$ cat src/common/map_settings.svh
`ifndef MAP_SETTINGS_SVH
`define MAP_SETTINGS_SVH

// SDRAM byte address width
`define ADDR_BITS 23

// Fixed SDRAM regions above the game image
`define MENU_PRG_BASE 23'h7D_0000
`define MENU_CHR_BASE 23'h7D_8000
`define WRAM_BASE     23'h7E_0000

// Requests a channel may have in flight
`define MEM_CREDITS 4

// Host register map
`define REG_MAPPER 4'd0
`define REG_MENU   4'd1

`endif

$ cat src/common/cart_pkg.sv
package cart_pkg;

    // Discrete boards handled by the game mapper
    typedef enum logic [1:0] {
        NROM  = 2'd0,
        UXROM = 2'd1,
        CNROM = 2'd2
    } mapper_kind_t;

    typedef enum logic {
        SLOT_MENU = 1'b0,
        SLOT_GAME = 1'b1
    } slot_t;

    // start_app sits in bit 0 to match the register layout
    typedef struct packed {
        logic ingame_menu;
        logic start_app;
    } menu_ctrl_t;

    // Console bus fields
    typedef logic [15:0] cpu_addr_t;
    typedef logic [13:0] ppu_addr_t;
    typedef logic [7:0]  bus_data_t;

endpackage

$ cat src/common/sdram_pkg.sv
`include "map_settings.svh"

package sdram_pkg;

    typedef logic [`ADDR_BITS-1:0] sdram_addr_t;

    // PRG channel request
    typedef struct packed {
        sdram_addr_t addr;
        logic        we;
        logic [7:0]  wdata;
    } prg_req_t;

    // CHR channel request, kept apart from PRG so each can change alone
    typedef struct packed {
        sdram_addr_t addr;
        logic        we;
        logic [7:0]  wdata;
    } chr_req_t;

endpackage

$ cat src/design/mem_port.sv
`timescale 1ns/1ps
`include "map_settings.svh"

module mem_port #(
    parameter type payload_t = logic [7:0]
) (
    input  logic     clk,
    input  logic     cpu_reset,
    input  logic     in_valid,
    input  payload_t in_payload,
    output logic     in_ready,
    output logic     req_valid,
    output payload_t req_payload,
    input  logic     credit,
    input  logic     rvalid,
    input  logic [7:0] rdata,
    output logic [7:0] out_rdata,
    output logic     out_rvalid
);
    localparam int CNT_BITS = $clog2(`MEM_CREDITS + 1);

    logic [CNT_BITS-1:0] credits;
    logic                hold_valid;
    payload_t            hold_payload;
    logic                accept;
    logic                issue;
    payload_t            issue_payload;

    // Only one request can wait, so ready falls as soon as the buffer fills
    assign in_ready = !hold_valid;
    assign accept = in_valid && in_ready;

    // Held request goes first to keep order
    assign issue = (hold_valid || accept) && (credits != '0);
    assign issue_payload = hold_valid ? hold_payload : in_payload;

    always_ff @(posedge clk) begin
        if (cpu_reset) begin
            credits <= CNT_BITS'(`MEM_CREDITS);
            hold_valid <= 1'b0;
            req_valid <= 1'b0;
            out_rvalid <= 1'b0;
        end else begin
            credits <= credits + CNT_BITS'(credit) - CNT_BITS'(issue);
            req_valid <= issue;
            out_rvalid <= rvalid;
            if (hold_valid) begin
                if (issue) begin
                    hold_valid <= 1'b0;
                end
            end else if (accept && !issue) begin
                hold_valid <= 1'b1;
            end
        end
    end

    always_ff @(posedge clk) begin
        if (issue) begin
            req_payload <= issue_payload;
        end
        // Park it until a credit comes back
        if (accept && !issue) begin
            hold_payload <= in_payload;
        end
        if (rvalid) begin
            out_rdata <= rdata;
        end
    end

endmodule

$ cat src/design/discrete_mapper.sv
`timescale 1ns/1ps
`include "map_settings.svh"

module discrete_mapper
    import cart_pkg::*;
(
    input  logic                  clk,
    input  logic                  cpu_reset,
    input  mapper_kind_t          kind,
    input  logic                  mirroring,
    input  logic                  active,
    input  logic                  cpu_fire,
    input  cpu_addr_t             cpu_addr,
    input  logic                  cpu_rw,
    input  bus_data_t             cpu_wdata,
    input  ppu_addr_t             ppu_addr,
    output logic [`ADDR_BITS-1:0] prg_offset,
    output logic                  wram_hit,
    output logic                  reg_write,
    output logic [`ADDR_BITS-1:0] chr_offset,
    output logic                  ciram_a10,
    output logic                  ciram_ce
);
    logic [3:0] prg_bank;
    logic [1:0] chr_bank;

    assign wram_hit = (cpu_addr[15:13] == 3'b011);

    // Any game write to ROM space is a bank register write
    assign reg_write = active && !cpu_rw && cpu_addr[15];

    always_ff @(posedge clk) begin
        if (cpu_reset || !active) begin
            prg_bank <= '0;
            chr_bank <= '0;
        end else if (cpu_fire && reg_write) begin
            case (kind)
                UXROM: prg_bank <= cpu_wdata[3:0];
                CNROM: chr_bank <= cpu_wdata[1:0];
                default: ;
            endcase
        end
    end

    always_comb begin
        prg_offset = `ADDR_BITS'(cpu_addr[14:0]);
        if (wram_hit) begin
            prg_offset = `ADDR_BITS'(cpu_addr[12:0]);
        end else if (kind == UXROM) begin
            if (cpu_addr[14]) begin
                // Fixed upper window, size mask trims it to the last bank
                prg_offset = {{(`ADDR_BITS - 14){1'b1}}, cpu_addr[13:0]};
            end else begin
                prg_offset = `ADDR_BITS'({prg_bank, cpu_addr[13:0]});
            end
        end
    end

    always_comb begin
        if (kind == CNROM) begin
            chr_offset = `ADDR_BITS'({chr_bank, ppu_addr[12:0]});
        end else begin
            chr_offset = `ADDR_BITS'(ppu_addr[12:0]);
        end
    end

    // Nametables 0x2000-0x3EFF, palettes stay inside the PPU
    assign ciram_ce = !(ppu_addr[13] && (ppu_addr[13:8] != 6'h3F));

    // Vertical mirroring when set, horizontal otherwise
    assign ciram_a10 = mirroring ? ppu_addr[10] : ppu_addr[11];

endmodule

$ cat src/map_mux/map_control.sv
`timescale 1ns/1ps
`include "map_settings.svh"

module map_control
    import cart_pkg::*;
(
    input  logic         clk,
    input  logic         cpu_reset,
    input  logic [11:0]  wr_reg,
    input  logic [3:0]   wr_reg_addr,
    input  logic         wr_reg_changed,
    input  logic         cpu_fire,
    input  cpu_addr_t    cpu_addr,
    input  logic         cpu_rw,
    output slot_t        slot,
    output mapper_kind_t kind,
    output logic [4:0]   size_exp,
    output logic         mirroring,
    output menu_ctrl_t   menu_ctrl
);
    localparam cpu_addr_t NMI_VEC_LO   = 16'hFFFA;
    localparam cpu_addr_t NMI_VEC_HI   = 16'hFFFB;
    localparam cpu_addr_t RESET_VEC_LO = 16'hFFFC;

    logic [2:0] wr_sync;
    logic       host_write;
    logic       cpu_read;
    logic       hit_reset;
    logic       hit_nmi;
    logic       hit_nmi_done;
    slot_t      slot_q;

    // Host toggles wr_reg_changed once per write
    assign host_write = wr_sync[2] ^ wr_sync[1];

    assign cpu_read = cpu_fire && cpu_rw;
    assign hit_reset = menu_ctrl.start_app && cpu_read && (cpu_addr == RESET_VEC_LO);
    assign hit_nmi = menu_ctrl.ingame_menu && cpu_read && (cpu_addr == NMI_VEC_LO);
    assign hit_nmi_done = menu_ctrl.ingame_menu && cpu_read && (cpu_addr == NMI_VEC_HI);

    // Vector fetch must already see the new slot
    assign slot = hit_reset ? SLOT_GAME : (hit_nmi ? SLOT_MENU : slot_q);

    always_ff @(posedge clk) begin
        if (cpu_reset) begin
            wr_sync <= '0;
            slot_q <= SLOT_MENU;
            kind <= NROM;
            size_exp <= '0;
            mirroring <= 1'b0;
            menu_ctrl <= '0;
        end else begin
            wr_sync <= {wr_sync[1:0], wr_reg_changed};

            if (host_write) begin
                case (wr_reg_addr)
                    `REG_MAPPER: begin
                        kind <= mapper_kind_t'(wr_reg[1:0]);
                        size_exp <= wr_reg[6:2];
                        mirroring <= wr_reg[7];
                    end
                    `REG_MENU: begin
                        menu_ctrl <= menu_ctrl_t'(wr_reg[1:0]);
                    end
                    default: ;
                endcase
            end

            // Launch the game on its reset vector
            if (hit_reset) begin
                slot_q <= SLOT_GAME;
                menu_ctrl.start_app <= 1'b0;
            end

            // NMI vector takes the console back to the menu
            if (hit_nmi) begin
                slot_q <= SLOT_MENU;
            end
            if (hit_nmi_done) begin
                menu_ctrl.ingame_menu <= 1'b0;
            end
        end
    end

endmodule

$ cat src/map_mux/map_mux.sv
`timescale 1ns/1ps
`include "map_settings.svh"

module map_mux
    import cart_pkg::*;
    import sdram_pkg::*;
(
    input  logic                  clk,
    input  logic                  cpu_reset,

    input  logic                  cpu_req,
    input  cpu_addr_t             cpu_addr,
    input  logic                  cpu_rw,
    input  bus_data_t             cpu_wdata,
    output logic                  cpu_ready,
    output bus_data_t             cpu_rdata,
    output logic                  cpu_rvalid,

    input  logic                  ppu_req,
    input  ppu_addr_t             ppu_addr,
    input  logic                  ppu_rw,
    input  bus_data_t             ppu_wdata,
    output logic                  ppu_ready,
    output bus_data_t             ppu_rdata,
    output logic                  ppu_rvalid,
    output logic                  ppu_ciram_a10,
    output logic                  ppu_ciram_ce,

    input  logic [11:0]           wr_reg,
    input  logic [3:0]            wr_reg_addr,
    input  logic                  wr_reg_changed,
    output logic [15:0]           status_reg,

    output logic                  prg_req_valid,
    output logic [`ADDR_BITS-1:0] prg_req_addr,
    output logic                  prg_req_we,
    output logic [7:0]            prg_req_wdata,
    input  logic                  prg_credit,
    input  logic                  prg_rvalid,
    input  logic [7:0]            prg_rdata,

    output logic                  chr_req_valid,
    output logic [`ADDR_BITS-1:0] chr_req_addr,
    output logic                  chr_req_we,
    output logic [7:0]            chr_req_wdata,
    input  logic                  chr_credit,
    input  logic                  chr_rvalid,
    input  logic [7:0]            chr_rdata
);
    slot_t                 slot;
    mapper_kind_t          kind;
    logic [4:0]            size_exp;
    logic                  mirroring;
    menu_ctrl_t            menu_ctrl;

    logic                  cpu_fire;
    logic                  ppu_fire;
    logic [`ADDR_BITS-1:0] prg_offset;
    logic [`ADDR_BITS-1:0] chr_offset;
    logic                  wram_hit;
    logic                  reg_write;
    logic [`ADDR_BITS-1:0] size_bit;
    logic [`ADDR_BITS-1:0] prg_mask;

    prg_req_t              prg_in;
    prg_req_t              prg_out;
    chr_req_t              chr_in;
    chr_req_t              chr_out;

    assign cpu_fire = cpu_req && cpu_ready;
    assign ppu_fire = ppu_req && ppu_ready;

    map_control u_control (
        .clk            (clk),
        .cpu_reset      (cpu_reset),
        .wr_reg         (wr_reg),
        .wr_reg_addr    (wr_reg_addr),
        .wr_reg_changed (wr_reg_changed),
        .cpu_fire       (cpu_fire),
        .cpu_addr       (cpu_addr),
        .cpu_rw         (cpu_rw),
        .slot           (slot),
        .kind           (kind),
        .size_exp       (size_exp),
        .mirroring      (mirroring),
        .menu_ctrl      (menu_ctrl)
    );

    discrete_mapper u_mapper (
        .clk        (clk),
        .cpu_reset  (cpu_reset),
        .kind       (kind),
        .mirroring  (mirroring),
        .active     (slot == SLOT_GAME),
        .cpu_fire   (cpu_fire),
        .cpu_addr   (cpu_addr),
        .cpu_rw     (cpu_rw),
        .cpu_wdata  (cpu_wdata),
        .ppu_addr   (ppu_addr),
        .prg_offset (prg_offset),
        .wram_hit   (wram_hit),
        .reg_write  (reg_write),
        .chr_offset (chr_offset),
        .ciram_a10  (ppu_ciram_a10),
        .ciram_ce   (ppu_ciram_ce)
    );

    // Game image is PRG at zero with CHR right above it
    assign size_bit = `ADDR_BITS'(1) << size_exp;
    assign prg_mask = size_bit - 1'b1;

    always_comb begin
        prg_in.we = !cpu_rw;
        prg_in.wdata = cpu_wdata;
        if (wram_hit) begin
            prg_in.addr = `WRAM_BASE | prg_offset;
        end else if (slot == SLOT_MENU) begin
            prg_in.addr = `MENU_PRG_BASE | `ADDR_BITS'(cpu_addr[14:0]);
        end else begin
            prg_in.addr = prg_offset & prg_mask;
        end
    end

    always_comb begin
        chr_in.we = !ppu_rw;
        chr_in.wdata = ppu_wdata;
        if (slot == SLOT_MENU) begin
            chr_in.addr = `MENU_CHR_BASE | `ADDR_BITS'(ppu_addr[12:0]);
        end else begin
            chr_in.addr = chr_offset | size_bit;
        end
    end

    // Bank writes stop at the mapper
    mem_port #(
        .payload_t (prg_req_t)
    ) u_prg_port (
        .clk         (clk),
        .cpu_reset   (cpu_reset),
        .in_valid    (cpu_fire && !reg_write),
        .in_payload  (prg_in),
        .in_ready    (cpu_ready),
        .req_valid   (prg_req_valid),
        .req_payload (prg_out),
        .credit      (prg_credit),
        .rvalid      (prg_rvalid),
        .rdata       (prg_rdata),
        .out_rdata   (cpu_rdata),
        .out_rvalid  (cpu_rvalid)
    );

    mem_port #(
        .payload_t (chr_req_t)
    ) u_chr_port (
        .clk         (clk),
        .cpu_reset   (cpu_reset),
        .in_valid    (ppu_fire),
        .in_payload  (chr_in),
        .in_ready    (ppu_ready),
        .req_valid   (chr_req_valid),
        .req_payload (chr_out),
        .credit      (chr_credit),
        .rvalid      (chr_rvalid),
        .rdata       (chr_rdata),
        .out_rdata   (ppu_rdata),
        .out_rvalid  (ppu_rvalid)
    );

    assign prg_req_addr = prg_out.addr;
    assign prg_req_we = prg_out.we;
    assign prg_req_wdata = prg_out.wdata;

    assign chr_req_addr = chr_out.addr;
    assign chr_req_we = chr_out.we;
    assign chr_req_wdata = chr_out.wdata;

    // bit 0 slot, 2:1 menu flags, 4:3 kind, 9:5 size, 10 mirroring
    assign status_reg = {5'd0, mirroring, size_exp, kind, menu_ctrl, slot};

endmodule

$ cat config.mk
export PLATFORM = sky130hd
export DESIGN_NAME = map_mux
export DESIGN_NICKNAME = d
export VERILOG_FILES = /design/src/common/cart_pkg.sv /design/src/common/sdram_pkg.sv /design/src/design/mem_port.sv /design/src/design/discrete_mapper.sv /design/src/map_mux/map_control.sv /design/src/map_mux/map_mux.sv
export VERILOG_INCLUDE_DIRS = /design/src /design/src/common
export SDC_FILE = /design/constraint.sdc
export NUM_CORES = 1
export LEC_CHECK = 0
export CORE_MARGIN = 5
export CORE_UTILIZATION = 28
export DETAILED_ROUTE_END_ITERATION = 10
export DONT_BUFFER_PORTS = 1
export GPL_ROUTABILITY_DRIVEN = 1
export PLACE_DENSITY = 0.44
export SLEW_MARGIN = 5
export SYNTH_ARGS = -nofsm -noshare
export SYNTH_HDL_FRONTEND = slang
export SYNTH_SLANG_ARGS = --single-unit
$ cat constraint.sdc
create_clock -name clk -period 5.5 [get_ports clk]
set_input_delay 0.55 -clock clk [delete_from_list [all_inputs] [get_ports clk]]
set_output_delay 0.55 -clock clk [all_outputs]
set_load 0.05 [all_outputs]
* Word level (Yosys, flattened, before mapping) *
Index checks and enable logic that the tools add are counted.

word-level totals
  flip-flop bits (word level) = 176
  input bits = 89
  output and inout port bits = 104
  logic and storage cells = 107

cells by class
  add/subtract/negate cells = 5
  equal/unequal tests = 8
  shifts and indexed selects = 1
  muxes and demuxes = 18
  bitwise gates (word level) = 3
  reductions and logical operators = 41

operators with widths
  kind                                                                   number
  23-bit 2-to-1 mux                                                      6
  32-bit 2-to-1 mux                                                      2
  16-bit == test (second input constant)                                 3
  23-bit AND                                                             1
  23-bit OR                                                              1
  1-bit by 5-bit << shifter with 23-bit output (first input constant)    1
  23-bit by 1-bit subtractor with 23-bit output (second input constant)  1
  1-bit logical AND                                                      19
  15-bit 2-to-1 mux                                                      1
  1-bit zero test                                                        9
  1-bit 2-to-1 mux                                                       9
  2-bit AND reduction                                                    4
  3-bit by 1-bit adder with 3-bit output                                 2
  6-bit inequality test (second input constant)                          1
  3-bit nonzero test                                                     2
  2-bit OR reduction                                                     3
  3-bit by 1-bit subtractor with 3-bit output                            2
  4-bit by 1-bit == test with 1-bit output (second input constant)       1
  4-bit zero test                                                        1
  3-bit by 2-bit == test with 1-bit output (second input constant)       1
  1-bit logical OR                                                       3
  2-bit by 1-bit == test with 1-bit output (second input constant)       1
  2-bit == test (second input constant)                                  1
  1-bit bitwise XOR                                                      1

* Depth between registers and ports, before layout *
  depth after elaboration = 18
  mapped depth = 12
  depth with buffers taken out = 11

* Cells and area by module *
Synthesis repeated with hierarchy kept, for this count alone.

unflattened totals
  cell total of the unflattened synthesis = 640
  area total of the unflattened synthesis = 8530.7 µm²

modules (own cells, without submodules)
  module           instances  cells an instance  area an instance (µm²)  seq. area each (µm²)
  mem_port         2          134                2982.9                  2282.2
  map_mux          1          225                1305.0                  0.0
  discrete_mapper  1          90                 675.6                   120.1
  map_control      1          57                 584.3                   280.3

* Least setup slack after synthesis *
OpenSTA, ideal clock, no wires.

  kind = input to register
  start = in cpu_addr[14]
  end = reg u_prg_port.hold_payload[0] (netlist bit) (enable)
  setup time = 0.470 ns
  data arrival time = 3.651 ns
  data required time = 5.030 ns
  setup slack = 1.379 ns
  stages = 6
  buffers on the path = 2
  path through = buf_2 nand4b_1 nor4_4 a21o_4 buf_6 a211oi_1

on the way
  cells in the longest elaborated chain, start to end = 13
  elaborated cells between the ends (all ways) = 15
  those cells by class = eq/ne: 2; mux: 2; reduce/logical: 11

ends and longest elaborated chain
  item                                line                   text
  from (decl)                         map_mux.sv:12          input cpu_addr_t cpu_addr,
  16-bit == test                      map_control.sv:38      assign hit_nmi = menu_ctrl.ingame_menu && cpu_read && (cpu_addr == NMI_VEC_LO);
  1-bit logical AND                   map_control.sv:38
  1-bit 2-to-1 mux                    map_control.sv:42      assign slot = hit_reset ? SLOT_GAME : (hit_nmi ? SLOT_MENU : slot_q);
  1-bit 2-to-1 mux (*)                map_control.sv:42
  1-bit logical AND (*) (2 in a row)  discrete_mapper.sv:30  assign reg_write = active && !cpu_rw && cpu_addr[15];
  1-bit zero test (*)                 map_mux.sv:140         .in_valid (cpu_fire && !reg_write),
  1-bit logical AND (*)               map_mux.sv:140
  1-bit logical AND (*)               mem_port.sv:31         assign accept = in_valid && in_ready;
  1-bit logical OR                    mem_port.sv:34         assign issue = (hold_valid || accept) && (credits != '0);
  1-bit logical AND                   mem_port.sv:34
  1-bit zero test                     mem_port.sv:62         if (accept && !issue) begin
  1-bit logical AND (*)               mem_port.sv:62
  to (signal assigned)                mem_port.sv:63         hold_payload <= in_payload;
  to (decl)                           mem_port.sv:24         payload_t hold_payload;

Every way passes the cells marked *; elsewhere a longest branch is shown, timed or not.
A chain may end at the register's enable or synchronous reset.

==> metrics <==
status finished clean; Top FF cell, synth edfxtp_1; number of global-route vias before repair 4,824; CTS tree built; Synth Warn # 0; Seq/Total Area, Yosys 63.03%; Remaining Overflow, GRT 0; CTS Hold Bufs 0; post-CTS setup buffers 0; Post-route DRC 0; WL/cell 21.45 um; Largest delay share family, worst path flip-flops; worst skew pair latency 0.43 ns; final net count 696; port buffer count 0; Synth Area per Inst 12.91 um^2; startpoint types flip-flop; Sink Count 176; final setup TNS 0 ns; Peak VDD IR 0.1340 mV; fmax 300.3 MHz; hold crit path type primary input to flip-flop; total number of vias 4,805; Fill cells 2,806; LEAKAGE 2.716 nW; WL final 21,280 um; FP Rows 61; critical path class flip-flop to flip-flop; Slew Viols, Final 0; H-tree depth 4; worst hold slack 0.1774 ns; post-synthesis register bit count 176; CTS resizes 0; initial DRC count 307; RSZ-0062 raised after global routing no; pwr dens 403.7 nW/um^2; area grow syn2layout 12.03%; clock-pin slew on the worst setup and hold paths 0.07 ns; width of the die 177.7 um; Core Box Area 27,780 um^2; Worst Path Required 5.65 ns; layout cells sized above 1 14.50%; Total GRT Usage 13.30%; drt first pass iters 7; Hold Vio Cnt, Final 0; slowest CP cell dfxtp_1; crit-path cells or2_0 -> or2_1 -> ha_1 -> nor3_1 -> mux2i_1 -> o22ai_1 -> o41ai_1 -> o21ai_1; Yosys cell types 70; die height 177.7 um; asr flop ratio synth 0%; CP Max Fanout 22; Post-Syn Area 7876 um^2; Syn Inst Count 610; Period minus WS final 3.330 ns; DR vias/cell 4.844; full die area 31,580 um^2; Worst Setup End Kind flip-flop; TritonCTS buffer count 17; number of flops mapped to enable cells by yosys 144; Max Root-Sink Buffers 2; CP bufs+invs 0; n_diodes 0; initial antenna violation count 1; Arr. time, crit path 3.48 ns; Initial Utilization 28.35%; first-pass GRT wire length 31,240 um; antenna-violating nets left 0; Top Ports 193; max-cap violation count 0; CP peak stage delay 0.76 ns; GP Congestion 0.7711; worst slew pin tran 1.177 ns; Final period util 60.54%; post-DP HPWL 15,170 um; final setup violation count 0; Slew headroom 21.21%; Setup Skew 0.01500 ns; pin count of the biggest net entering global routing 53; Clock Root Buffer clkbuf_16
-- Yosys cell counts, types with 2 or more instances --
cell         n  area [um^2]
edfxtp_1   144         4324
nor2_1      56        210.2
mux2i_1     40        400.4
dfxtp_1     32        640.6
clkbuf_1    24        90.09
nand2_1     24        90.09
o21ai_0     23        115.1
mux2_2      21        236.5
nor3_1      19        95.09
a21oi_1     18        90.09
nand2b_1    15        93.84
nor2b_1     15        93.84
o21bai_1    13        97.59
inv_1       12        45.04
a31oi_1     11        68.82
nand3_1     11        55.05
o31ai_1     10        75.07
buf_2        9        45.04
o31a_1       9        78.83
a21boi_0     8        60.06
buf_4        7        52.55
nand4_1      6        37.54
a22o_1       4        35.03
a2bb2oi_1    4        35.03
ha_1         4        50.05
o211ai_1     4        30.03
o31ai_2      4        50.05
xnor2_1      4        35.03
buf_6        3        33.78
nor3b_1      3        22.52
nor4_1       3        18.77
or3_1        3        18.77
a211oi_1     2        15.01
and2_1       2        12.51
buf_1        2        7.510
fa_1         2        40.04
nand3_2      2        20.02
nand4b_1     2        17.52
nor4bb_1     2        20.02
or2_2        2        12.51
xor2_1       2        17.52
-- layer usage --
layer	up-vias	share of wire (%)	GRT usage, %
met5	-	0.033	0
met4	2	0.94	3.481
met3	15	6.6	4.176
met2	142	49	21.57
met1	2388	44	17.29
li1	2258	-	-
-- power breakdown --
part           internal, mW  leakage (nW)  switching [mW]  total (mW)
Sequential             1.66          1.57           0.368        2.02
Combinational         0.124         0.875           0.230       0.354
Clock                 0.634         0.271           0.549        1.18
Total                  2.41          2.72            1.15        3.56
-- registers in the layout (all words and copies together) (netlist names), 2 cells and up --
register / cells
u_control.menu_ctrl: 2
u_mapper.chr_bank: 2
u_control.wr_sync: 3
u_chr_port.credits: 3
u_mapper.prg_bank: 4
u_control.kind: 2
u_prg_port.credits: 3
u_prg_port.req_payload: 32
u_chr_port.req_payload: 32
u_control.size_exp: 5
u_prg_port.out_rdata: 8
u_chr_port.out_rdata: 8
u_chr_port.hold_payload: 32
u_prg_port.hold_payload: 32
-- final timing paths --
check	cells after the start	start	end	slack, ns
setup reg to reg	8	u_control.size_exp[4]	u_prg_port.req_payload[17]	2.17
hold reg to reg	1	u_control.wr_sync[0]	u_control.wr_sync[1]	0.44
setup / recovery	8	u_control.size_exp[4]	u_prg_port.req_payload[17]	2.17
hold / removal	1	cpu_reset	u_control.kind[1]	0.18
-- layout by cell type, fill, tap and decap left out, types with 3 or more instances in the layout --
cell type | Yosys | layout
nor3b_1 | 3 | 3
o21ai_0 | 23 | 22
o31ai_2 | 4 | 4
o31a_1 | 9 | 9
nor2b_1 | 15 | 15
nand2b_1 | 15 | 15
inv_6 | 0 | 4
inv_1 | 12 | 12
clkbuf_16 | 0 | 17
a21boi_0 | 8 | 8
nand3_1 | 11 | 11
buf_4 | 7 | 13
nand4_1 | 6 | 6
clkinv_4 | 0 | 3
dfxtp_1 | 32 | 30
nand2_1 | 24 | 24
mux2i_1 | 40 | 40
or3_1 | 3 | 3
xnor2_1 | 4 | 4
ha_1 | 4 | 4
edfxtp_1 | 144 | 144
o21bai_1 | 13 | 13
conb_1 | 1 | 5
nor2_1 | 56 | 54
mux2_2 | 21 | 21
a21oi_1 | 18 | 18
o31ai_1 | 10 | 10
a2bb2oi_1 | 4 | 4
a31oi_1 | 11 | 11
a22o_1 | 4 | 4
nor3_1 | 19 | 19
nor4_1 | 3 | 3
o211ai_1 | 4 | 4
-- cell families (layout without fill, tap and decap cells) --
logic type / after synthesis / count (layout) / synth area share, %
DFF: 176 / 176 / 63.03
and+or+nand+nor: 174 / 174 / 11.52
AOI/OAI and AO/OA: 127 / 127 / 11.90
muxes: 61 / 61 / 8.086
buffers and inverters: 59 / 59 / 3.606
adders and majority gates: 6 / 6 / 1.144
xor gates and xnor gates: 6 / 6 / 0.6672
other: 1 / 5 / 0.04761
-- through the flow --
step           setup WS (ns)  area, um^2  utilization [%]  total power [mW]  std cells
6_report               2.170        8823            31.76             3.562        992
5_1_grt                1.883        8823            31.76             3.710        992
4_1_cts                2.138        8823            31.76             3.617        992
3_5_place_dp           2.150        8263            29.74             2.419        960
3_3_place_gp           2.245        8263            29.74             2.401        960
2_1_floorplan          1.379        7891                -             2.307        614
-- final cells by class --
cell class	count	area [um^2]	area share, %
Clock inverter	13	127.6	1.446
Inverter	14	55.05	0.6239
Tap cell	378	473.0	5.360
Clock buffer	19	432.9	4.906
Multi-Input combinational cell	379	2670	30.26
Timing Repair Buffer	13	97.59	1.106
Sequential cell	176	4967	56.30
(Power assumes the default switching activity.)
